`config.mk`:
```
export PLATFORM = sky130hd
export DESIGN_NAME = gnn_row_top
export DESIGN_NICKNAME = d
export VERILOG_FILES = /design/src/verilog/gnn_pkg.sv /design/src/verilog/gnn_row_top.sv /design/src/verilog/row_sequencer.sv /design/src/verilog/sparse_row_pe.sv /design/src/verilog/weight_bank.sv
export SDC_FILE = /design/constraint.sdc
export NUM_CORES = 2
export LEC_CHECK = 0
export CORE_MARGIN = 2
export CORE_UTILIZATION = 60
export DETAILED_ROUTE_END_ITERATION = 6
export DONT_BUFFER_PORTS = 1
export HOLD_SLACK_MARGIN = 0.08
export PLACE_DENSITY_LB_ADDON = 0.1
export SYNTH_ARGS = -nofsm -noshare
export SYNTH_HDL_FRONTEND = slang
export SYNTH_SLANG_ARGS = --single-unit
```
`constraint.sdc`:
```
create_clock -name clk -period 8.5 [get_ports clk]
set_input_delay 1.275 -clock clk [delete_from_list [all_inputs] [get_ports clk]]
set_output_delay 1.275 -clock clk [all_outputs]
set_load 0.03 [all_outputs]
```
`src/verilog/gnn_pkg.sv`:
```
`default_nettype none

package gnn_pkg;

  // value, weight and result width
  localparam int unsigned DATA_W = 8;

  // entries per weight column, also the widest row
  localparam int unsigned DOT_LEN = 8;
  localparam int unsigned IDX_W = $clog2(DOT_LEN);

  // pair count runs 0..DOT_LEN, so one extra bit
  localparam int unsigned NNZ_W = $clog2(DOT_LEN) + 1;

  // weight matrix shape
  localparam int unsigned NUM_COLS = 4;
  localparam int unsigned COL_W = $clog2(NUM_COLS);

  // pairwise reduction depth and its counter width
  localparam int unsigned TREE_LEVELS = $clog2(DOT_LEN);
  localparam int unsigned LVL_W = $clog2(TREE_LEVELS);

  // clamp value for products and partial sums
  localparam int unsigned DATA_MAX = (1 << DATA_W) - 1;

  // processing element control
  typedef enum logic [1:0] {
    PE_IDLE,
    PE_REDUCE,
    PE_DONE
  } pe_state_e;

  // row sequencer control
  typedef enum logic [1:0] {
    SEQ_IDLE,
    SEQ_START,
    SEQ_WAIT
  } seq_state_e;

endpackage

`default_nettype wire
```
`src/verilog/gnn_row_top.sv`:
```
`default_nettype none

module gnn_row_top (
  input  logic                        clk,
  input  logic                        rst_n,
  // weight load
  input  logic                        wr_en_i,
  input  logic [gnn_pkg::COL_W-1:0]   wr_col_i,
  input  logic [gnn_pkg::IDX_W-1:0]   wr_idx_i,
  input  logic [gnn_pkg::DATA_W-1:0]  wr_data_i,
  // sparse row
  input  logic                        row_valid_i,
  input  logic [gnn_pkg::IDX_W-1:0]   row_idx_i  [0:gnn_pkg::DOT_LEN-1],
  input  logic [gnn_pkg::DATA_W-1:0]  row_val_i  [0:gnn_pkg::DOT_LEN-1],
  input  logic [gnn_pkg::NNZ_W-1:0]   row_nnz_i,
  // results, one per column
  output logic                        out_valid_o,
  output logic [gnn_pkg::COL_W-1:0]   out_col_o,
  output logic [gnn_pkg::DATA_W-1:0]  out_data_o,
  output logic                        busy_o
);
  import gnn_pkg::*;

  logic [DATA_W-1:0] col_weights [0:DOT_LEN-1];
  logic [COL_W-1:0]  cur_col;
  logic              pe_start;
  logic [IDX_W-1:0]  pe_idx [0:DOT_LEN-1];
  logic [DATA_W-1:0] pe_val [0:DOT_LEN-1];
  logic [NNZ_W-1:0]  pe_nnz;
  logic [DATA_W-1:0] pe_result;
  logic              pe_done;

  weight_bank u_weight_bank (
    .clk          (clk),
    .rst_n        (rst_n),
    .wr_en_i      (wr_en_i),
    .wr_col_i     (wr_col_i),
    .wr_idx_i     (wr_idx_i),
    .wr_data_i    (wr_data_i),
    .rd_col_i     (cur_col),
    .rd_weights_o (col_weights),
    .busy_i       (busy_o)
  );

  row_sequencer u_row_sequencer (
    .clk         (clk),
    .rst_n       (rst_n),
    .row_valid_i (row_valid_i),
    .row_idx_i   (row_idx_i),
    .row_val_i   (row_val_i),
    .row_nnz_i   (row_nnz_i),
    .pe_done_i   (pe_done),
    .pe_result_i (pe_result),
    .pe_start_o  (pe_start),
    .pe_idx_o    (pe_idx),
    .pe_val_o    (pe_val),
    .pe_nnz_o    (pe_nnz),
    .col_o       (cur_col),
    .out_valid_o (out_valid_o),
    .out_col_o   (out_col_o),
    .out_data_o  (out_data_o),
    .busy_o      (busy_o)
  );

  sparse_row_pe u_sparse_row_pe (
    .clk       (clk),
    .rst_n     (rst_n),
    .start_i   (pe_start),
    .idx_i     (pe_idx),
    .val_i     (pe_val),
    .nnz_i     (pe_nnz),
    .weights_i (col_weights),
    .result_o  (pe_result),
    .done_o    (pe_done)
  );

endmodule

`default_nettype wire

```
`src/verilog/row_sequencer.sv`:
```
`default_nettype none

module row_sequencer (
  input  logic                        clk,
  input  logic                        rst_n,
  // row from the host
  input  logic                        row_valid_i,
  input  logic [gnn_pkg::IDX_W-1:0]   row_idx_i  [0:gnn_pkg::DOT_LEN-1],
  input  logic [gnn_pkg::DATA_W-1:0]  row_val_i  [0:gnn_pkg::DOT_LEN-1],
  input  logic [gnn_pkg::NNZ_W-1:0]   row_nnz_i,
  // element handshake
  input  logic                        pe_done_i,
  input  logic [gnn_pkg::DATA_W-1:0]  pe_result_i,
  output logic                        pe_start_o,
  output logic [gnn_pkg::IDX_W-1:0]   pe_idx_o   [0:gnn_pkg::DOT_LEN-1],
  output logic [gnn_pkg::DATA_W-1:0]  pe_val_o   [0:gnn_pkg::DOT_LEN-1],
  output logic [gnn_pkg::NNZ_W-1:0]   pe_nnz_o,
  // column select to the weight bank
  output logic [gnn_pkg::COL_W-1:0]   col_o,
  // tagged results
  output logic                        out_valid_o,
  output logic [gnn_pkg::COL_W-1:0]   out_col_o,
  output logic [gnn_pkg::DATA_W-1:0]  out_data_o,
  output logic                        busy_o
);
  import gnn_pkg::*;

  seq_state_e        state_q;
  logic [COL_W-1:0]  col_q;
  logic              step;
  logic              last_col;

  // held row
  logic [IDX_W-1:0]  row_idx_q [0:DOT_LEN-1];
  logic [DATA_W-1:0] row_val_q [0:DOT_LEN-1];
  logic [NNZ_W-1:0]  row_nnz_q;

  // a result comes back for col_q
  assign step     = (state_q == SEQ_WAIT) && pe_done_i;
  assign last_col = (col_q == COL_W'(NUM_COLS - 1));

  // next start overlaps the done cycle, so the bank already sees the next column
  assign pe_start_o = (state_q == SEQ_START) || (step && !last_col);
  assign col_o      = step ? col_q + COL_W'(1) : col_q;

  assign out_valid_o = step;
  assign out_col_o   = col_q;
  assign out_data_o  = pe_result_i;
  assign busy_o      = (state_q != SEQ_IDLE);

  assign pe_idx_o = row_idx_q;
  assign pe_val_o = row_val_q;
  assign pe_nnz_o = row_nnz_q;

  always_ff @(posedge clk) begin
    if (!rst_n) begin
      state_q <= SEQ_IDLE;
      col_q   <= '0;
    end else begin
      case (state_q)
        SEQ_IDLE: begin
          if (row_valid_i) begin
            col_q   <= '0;
            state_q <= SEQ_START;
          end
        end
        SEQ_START: begin
          state_q <= SEQ_WAIT;
        end
        SEQ_WAIT: begin
          if (pe_done_i) begin
            col_q <= col_q + COL_W'(1);
            if (last_col) begin
              state_q <= SEQ_IDLE;
            end
          end
        end
        default: begin
          state_q <= SEQ_IDLE;
        end
      endcase
    end
  end

  // capture the row on accept
  always_ff @(posedge clk) begin
    if ((state_q == SEQ_IDLE) && row_valid_i) begin
      for (int p = 0; p < DOT_LEN; p++) begin
        row_idx_q[p] <= row_idx_i[p];
        row_val_q[p] <= row_val_i[p];
      end
      row_nnz_q <= row_nnz_i;
    end
  end

  // host waits for busy to drop before the next row
  a_no_row_when_busy : assert property (
    @(posedge clk) disable iff (!rst_n)
    busy_o |-> !row_valid_i
  ) else $error("row offered while busy");

endmodule

`default_nettype wire

```
`src/verilog/sparse_row_pe.sv`:
```
`default_nettype none

module sparse_row_pe (
  input  logic                        clk,
  input  logic                        rst_n,
  input  logic                        start_i,
  // compressed feature row
  input  logic [gnn_pkg::IDX_W-1:0]   idx_i     [0:gnn_pkg::DOT_LEN-1],
  input  logic [gnn_pkg::DATA_W-1:0]  val_i     [0:gnn_pkg::DOT_LEN-1],
  input  logic [gnn_pkg::NNZ_W-1:0]   nnz_i,
  // dense weight column
  input  logic [gnn_pkg::DATA_W-1:0]  weights_i [0:gnn_pkg::DOT_LEN-1],
  output logic [gnn_pkg::DATA_W-1:0]  result_o,
  output logic                        done_o
);
  import gnn_pkg::*;

  pe_state_e         state_q;
  logic [LVL_W-1:0]  lvl_q;
  logic              accept;
  logic              done_q;
  logic [DATA_W-1:0] result_q;

  // products as gathered, then the working slots of the tree
  logic [DATA_W-1:0] prod_d [0:DOT_LEN-1];
  logic [DATA_W-1:0] slot_q [0:DOT_LEN-1];

  // clamped multiply
  function automatic logic [DATA_W-1:0] sat_mul(
    input logic [DATA_W-1:0] a,
    input logic [DATA_W-1:0] b
  );
    logic [2*DATA_W-1:0] full;
    full = a * b;
    if (full > (2*DATA_W)'(DATA_MAX)) begin
      return DATA_W'(DATA_MAX);
    end
    return full[DATA_W-1:0];
  endfunction

  // clamped add
  function automatic logic [DATA_W-1:0] sat_add(
    input logic [DATA_W-1:0] a,
    input logic [DATA_W-1:0] b
  );
    logic [DATA_W:0] sum;
    sum = {1'b0, a} + {1'b0, b};
    if (sum > (DATA_W+1)'(DATA_MAX)) begin
      return DATA_W'(DATA_MAX);
    end
    return sum[DATA_W-1:0];
  endfunction

  assign accept = start_i && (state_q == PE_IDLE);

  // gather: each valid pair lands in the slot named by its index
  // later pairs overwrite earlier ones on a repeated index
  always_comb begin
    for (int s = 0; s < DOT_LEN; s++) begin
      prod_d[s] = '0;
    end
    for (int p = 0; p < DOT_LEN; p++) begin
      if (NNZ_W'(p) < nnz_i) begin
        prod_d[idx_i[p]] = sat_mul(val_i[p], weights_i[idx_i[p]]);
      end
    end
  end

  // control
  always_ff @(posedge clk) begin
    if (!rst_n) begin
      state_q <= PE_IDLE;
      lvl_q   <= '0;
      done_q  <= 1'b0;
    end else begin
      done_q <= 1'b0;
      case (state_q)
        PE_IDLE: begin
          if (accept) begin
            state_q <= PE_REDUCE;
            lvl_q   <= '0;
          end
        end
        PE_REDUCE: begin
          lvl_q <= lvl_q + LVL_W'(1);
          // last tree level registers on this edge
          if (lvl_q == LVL_W'(TREE_LEVELS - 1)) begin
            state_q <= PE_DONE;
          end
        end
        PE_DONE: begin
          done_q  <= 1'b1;
          state_q <= PE_IDLE;
        end
        default: begin
          state_q <= PE_IDLE;
        end
      endcase
    end
  end

  // products in, then halve in place: slot k takes 2k and 2k+1
  always_ff @(posedge clk) begin
    if (accept) begin
      for (int s = 0; s < DOT_LEN; s++) begin
        slot_q[s] <= prod_d[s];
      end
    end else if (state_q == PE_REDUCE) begin
      for (int k = 0; k < DOT_LEN / 2; k++) begin
        slot_q[k] <= sat_add(slot_q[2*k], slot_q[2*k+1]);
      end
    end
  end

  // slot 0 holds the full sum once the tree is done
  always_ff @(posedge clk) begin
    if (state_q == PE_DONE) begin
      result_q <= slot_q[0];
    end
  end

  assign result_o = result_q;
  assign done_o   = done_q;

  // sequencer may only start an idle element
  a_start_only_idle : assert property (
    @(posedge clk) disable iff (!rst_n)
    start_i |-> (state_q == PE_IDLE)
  ) else $error("start while the element is busy");

  // done is sampled high on the fifth edge after accept, for one cycle only
  a_done_pulse : assert property (
    @(posedge clk) disable iff (!rst_n)
    accept |-> ##5 done_o ##1 !done_o
  ) else $error("done timing broken");

endmodule

`default_nettype wire

```
`src/verilog/weight_bank.sv`:
```
`default_nettype none

module weight_bank (
  input  logic                        clk,
  input  logic                        rst_n,
  // host write port
  input  logic                        wr_en_i,
  input  logic [gnn_pkg::COL_W-1:0]   wr_col_i,
  input  logic [gnn_pkg::IDX_W-1:0]   wr_idx_i,
  input  logic [gnn_pkg::DATA_W-1:0]  wr_data_i,
  // column read for the element
  input  logic [gnn_pkg::COL_W-1:0]   rd_col_i,
  output logic [gnn_pkg::DATA_W-1:0]  rd_weights_o [0:gnn_pkg::DOT_LEN-1],
  // row in progress
  input  logic                        busy_i
);
  import gnn_pkg::*;

  // weight matrix, indexed [column][entry]
  logic [DATA_W-1:0] w_q [0:NUM_COLS-1][0:DOT_LEN-1];

  // one byte per write strobe
  always_ff @(posedge clk) begin
    if (!rst_n) begin
      for (int c = 0; c < NUM_COLS; c++) begin
        for (int e = 0; e < DOT_LEN; e++) begin
          w_q[c][e] <= '0;
        end
      end
    end else if (wr_en_i) begin
      w_q[wr_col_i][wr_idx_i] <= wr_data_i;
    end
  end

  // whole column at once so the element can gather any index
  always_comb begin
    for (int e = 0; e < DOT_LEN; e++) begin
      rd_weights_o[e] = w_q[rd_col_i][e];
    end
  end

  // weights must hold still while a row is being worked on
  a_no_write_when_busy : assert property (
    @(posedge clk) disable iff (!rst_n)
    busy_i |-> !wr_en_i
  ) else $error("weight write while a row is in flight");

endmodule

`default_nettype wire

```
==> results by group <==
Yosys
  • Synth warn: 0
  • Ys flop type: edfxtp_1
  • Post-Syn Area: 45100 sq um
  • Number of synthesized flops with an enable pin: 420
  • Syn Area/Cell: ~9.8 sq um
  • Seq/Total Area, Yosys: 0.284
  • Post-synth cell types: 91
  • Flops & latches, synth: 429
  • Post-synth ARST share: 0
  • Synth Instances: ~4600
  • Syn Nets: 5304

Floorplan
  • Row count: 100
  • Starting Density: 0.605
  • Core Region: 74400 sq um
  • Die ar.: 77300 sq um
  • Die height: 278 microns
  • I/O pin count: approximately 120
  • Die Span X: 278 microns

Clock network
  • CTS tree: built
  • Root Driver: clkbuf_16
  • Inserted Clock Buffers: 47
  • Worst-case clock buffer depth: 3
  • # H-tree levels: 2
  • Reg clk slew, reported paths: 70 ps
  • CTS sink count: 429
  • Clk_lat worst skew: 660 ps

Critical path
  • Register-to-Register Path Depth: 24
  • Crit-path max FO: 10
  • Crit path capture type: register
  • Reg2Reg Capture Point: u_sparse_row_pe.slot_q[1][28]$_DFFE_PP_
  • CP required: 8850 ps
  • CP Launch Point: u_row_sequencer.state_q[0]$_SDFFE_PN0P_
  • Critical Path Most Common Cell: fa_1
  • Delay of the slowest critical-path stage: 640 ps
  • Crit Path Class: reg -> reg
  • Buf/Inv on CP: 5
  • CP startpoint kind: register
  • Critical Path Stages: 24
  • Slowest stage cell, crit path: mux4_2
  • Setup crit end: u_sparse_row_pe.slot_q[1][28]$_DFFE_PP_
  • R2R Path Start: u_row_sequencer.state_q[0]$_SDFFE_PN0P_
  • Worst R2R Setup Slack: 60 ps
  • Worst EP arrival: 8790 ps
  • Crit-path leading delay family: adder cells
  • Critical path, cell by cell: nand3b_4 -> inv_4 -> xnor2_4 -> clkbuf_16 -> buf_4 -> mux4_2 -> mux4_2 -> mux2i_2 -> nor2b_1 -> fa_1 -> inv_1 -> fa_1 -> inv_1 -> fa_1 -> fa_1 -> ha_1 -> or3_1 -> o211a_1 -> or3_1 -> a221o_1 -> or3_1 -> o2111ai_1 -> o2111a_1 -> a211oi_1

STA
  • RSZ-0062 raised after global routing: yes
  • Slew Viols, Final: 0
  • Max Freq: 0.118 GHz
  • Setup TNS: 0 ps
  • # setup viols final: 0
  • Worst Skew: between 50 and 60 ps
  • Tightest Pin Transition: 1320 ps
  • Slew headroom: 0.114
  • Hold Violations, Final: 0
  • PnR worst setup slack: 59.4 ps
  • Min cycle time layout: 8440 ps
  • Final period utilization: 0.993

Routing
  • Routed vias/inst: 6.76
  • Pre-Repair DR Iteration Count: 7
  • Initial DRC count: about 4800
  • WL/cell: 27.6 microns
  • Number of remaining DRC errors: 0
  • Routed via count: 38650
  • WL met2: 71400 microns
  • WL met3: 15800 microns
  • Post-DRT Antenna Nets: 0
  • Highest routed layer: met4
  • Routed WL: 158000 microns
  • Met1 WL: just over 60000 microns

Finish
  • Nets: 5428
  • Layout Utilization: 0.665
  • Layout cell share with drive strength beyond 1: 0.127
  • Area Growth Syn to Fin: 9.93%
  • FILL cells: 5885

Flow run
  • Max Cap Viol: 0

Power
  • PwrDens: about 290 nW/um^2
  • Largest vdd supply drop: 0.000215 V
  • Lkg Pwr: 20.5 nW

Placed design
  • PortBufs: 0
  • Post-DP HPWL: 121000 microns
  • Place WS: -110 ps
  • Routability cong.: about 1.0

Global routing
  • Vias in the first global route: 37835
  • Initial antenna violation count: 8
  • GRT Util Overall: 0.402
  • GRT overflow: 0
  • First-pass GRT wire length: 234000 microns
  • Largest net degree at the start of global routing: 52

Run status
  • Status: finished clean

Hold path
  • Worst Hold Class: reg -> reg
==> power by group <==
part           total [mW]  internal [mW]  leakage [nW]  switching, mW
clock network        2.19           1.26         0.785          0.935
logic                9.38           3.80          15.7           5.58
registers            2.65           2.50          4.06          0.154
==> layout make-up <==
type,instances,area [sq um],share of cell area
well taps,969,1210,0.0245
repair buffers,253,2100,0.0424
diodes,7,17.5,0.000354
inverters,418,1570,0.0317
flip-flops and latches,429,12800,0.258
multi-input cells,3556,30200,0.610
clock inverters,29,393,0.00793
clock buffers,56,1230,0.0248
==> worst min path at each step <==
stage	startpoint	end	slack [ps]	cells after the start
2_1_floorplan	u_sparse_row_pe.slot_q[0][0]$_DFFE_PP_	u_sparse_row_pe.result_o[0]$_DFFE_PP_	430	0
3_5_place_dp	u_sparse_row_pe.slot_q[0][0]$_DFFE_PP_	u_sparse_row_pe.result_o[0]$_DFFE_PP_	450	0
5_1_grt	u_sparse_row_pe.slot_q[0][3]$_DFFE_PP_	u_sparse_row_pe.result_o[3]$_DFFE_PP_	480	0
3_3_place_gp	u_sparse_row_pe.slot_q[0][0]$_DFFE_PP_	u_sparse_row_pe.result_o[0]$_DFFE_PP_	450	0
6_report	u_sparse_row_pe.slot_q[0][0]$_DFFE_PP_	u_sparse_row_pe.result_o[0]$_DFFE_PP_	470	0
4_1_cts	u_sparse_row_pe.slot_q[0][0]$_DFFE_PP_	u_sparse_row_pe.result_o[0]$_DFFE_PP_	460	0
==> metrics by stage <==
step	hold slack [ps]	power, mW	instances	instance area (sq um)
2_1_floorplan	433	9.15	4581	45100
3_3_place_gp	447	11.5	5594	47300
3_5_place_dp	450	11.6	5594	47300
4_1_cts	464	13.9	5684	49000
5_1_grt	479	15.3	5716	49500
6_report	465	14.2	5717	49500
==> cells in the mapped netlist (all sizes together), types with 68 or more instances <==
cell | n | area, sq um
a211oi | 92 | 696
a21oi | 191 | 963
and2 | 430 | 2690
clkbuf | 130 | 488
edfxtp | 420 | 12600
fa | 292 | 5850
ha | 322 | 4030
inv | 418 | 1570
mux2i | 71 | 850
mux4 | 131 | 2950
nand2 | 362 | 1360
nand2b | 83 | 519
nand3 | 68 | 340
nor2 | 323 | 1220
nor2b | 164 | 1030
nor3 | 82 | 410
o21ai | 206 | 1030
==> sequential cells by signal (all words and copies together), names as in the netlist <==
signal	flops
u_sparse_row_pe.done_o	1
u_row_sequencer.out_col_o	2
u_sparse_row_pe.lvl_q	2
u_row_sequencer.state_q	2
u_weight_bank.w_q	256
u_sparse_row_pe.state_q	2
u_row_sequencer.pe_val_o	64
u_sparse_row_pe.slot_q	64
u_row_sequencer.pe_nnz_o	4
u_sparse_row_pe.result_o	8
u_row_sequencer.pe_idx_o	24
==> per-layer routing <==
metal / track usage / vias up
met3: 0.0813 / 574
met4: 0.207 / 0
li1: - / 16819
met1: 0.528 / 18896
met5: 0.00313 / -
met2: 0.634 / 2361
==> kinds of logic (layout without fill, tap and decap cells) <==
logic type	Yosys count	count (layout)	synth area share
simple gates	1639	1639	0.187
compound gates	1010	1010	0.155
fa+ha+maj	614	614	0.219
buf+inv	596	756	0.0515
flops	429	429	0.284
mux	227	227	0.0906
xor+xnor	66	66	0.0130
other cells	0	7	0
==> layout by cell type (no fill, tap or decap), types with 36 or more instances in the layout <==
| cell | Yosys | layout |
|---|---|---|
| a211oi_1 | 91 | 84 |
| a21o_1 | 40 | 40 |
| a21oi_1 | 189 | 181 |
| a221oi_1 | 48 | 45 |
| a22oi_1 | 36 | 36 |
| and2_1 | 430 | 430 |
| buf_4 | 5 | 237 |
| clkbuf_16 | 0 | 49 |
| edfxtp_1 | 420 | 420 |
| fa_1 | 292 | 292 |
| ha_1 | 322 | 319 |
| inv_1 | 415 | 415 |
| mux2i_1 | 48 | 47 |
| mux4_2 | 131 | 131 |
| nand2_1 | 361 | 361 |
| nand2b_1 | 83 | 83 |
| nand3_1 | 68 | 68 |
| nor2_1 | 321 | 318 |
| nor2b_1 | 164 | 163 |
| nor3_1 | 82 | 79 |
| o21ai_0 | 203 | 196 |
| o221ai_1 | 61 | 61 |
| o22ai_1 | 58 | 57 |
| xnor2_1 | 36 | 36 |
==> timing repair <==
action	4_1_cts	5_1_grt
gates resized for setup	2	58
gates cloned	0	2
setup buffers	5	24
hold buffers	0	0
endpoints found under the setup margin	1	64
pin swaps	0	6
(Power assumes the default switching activity.)
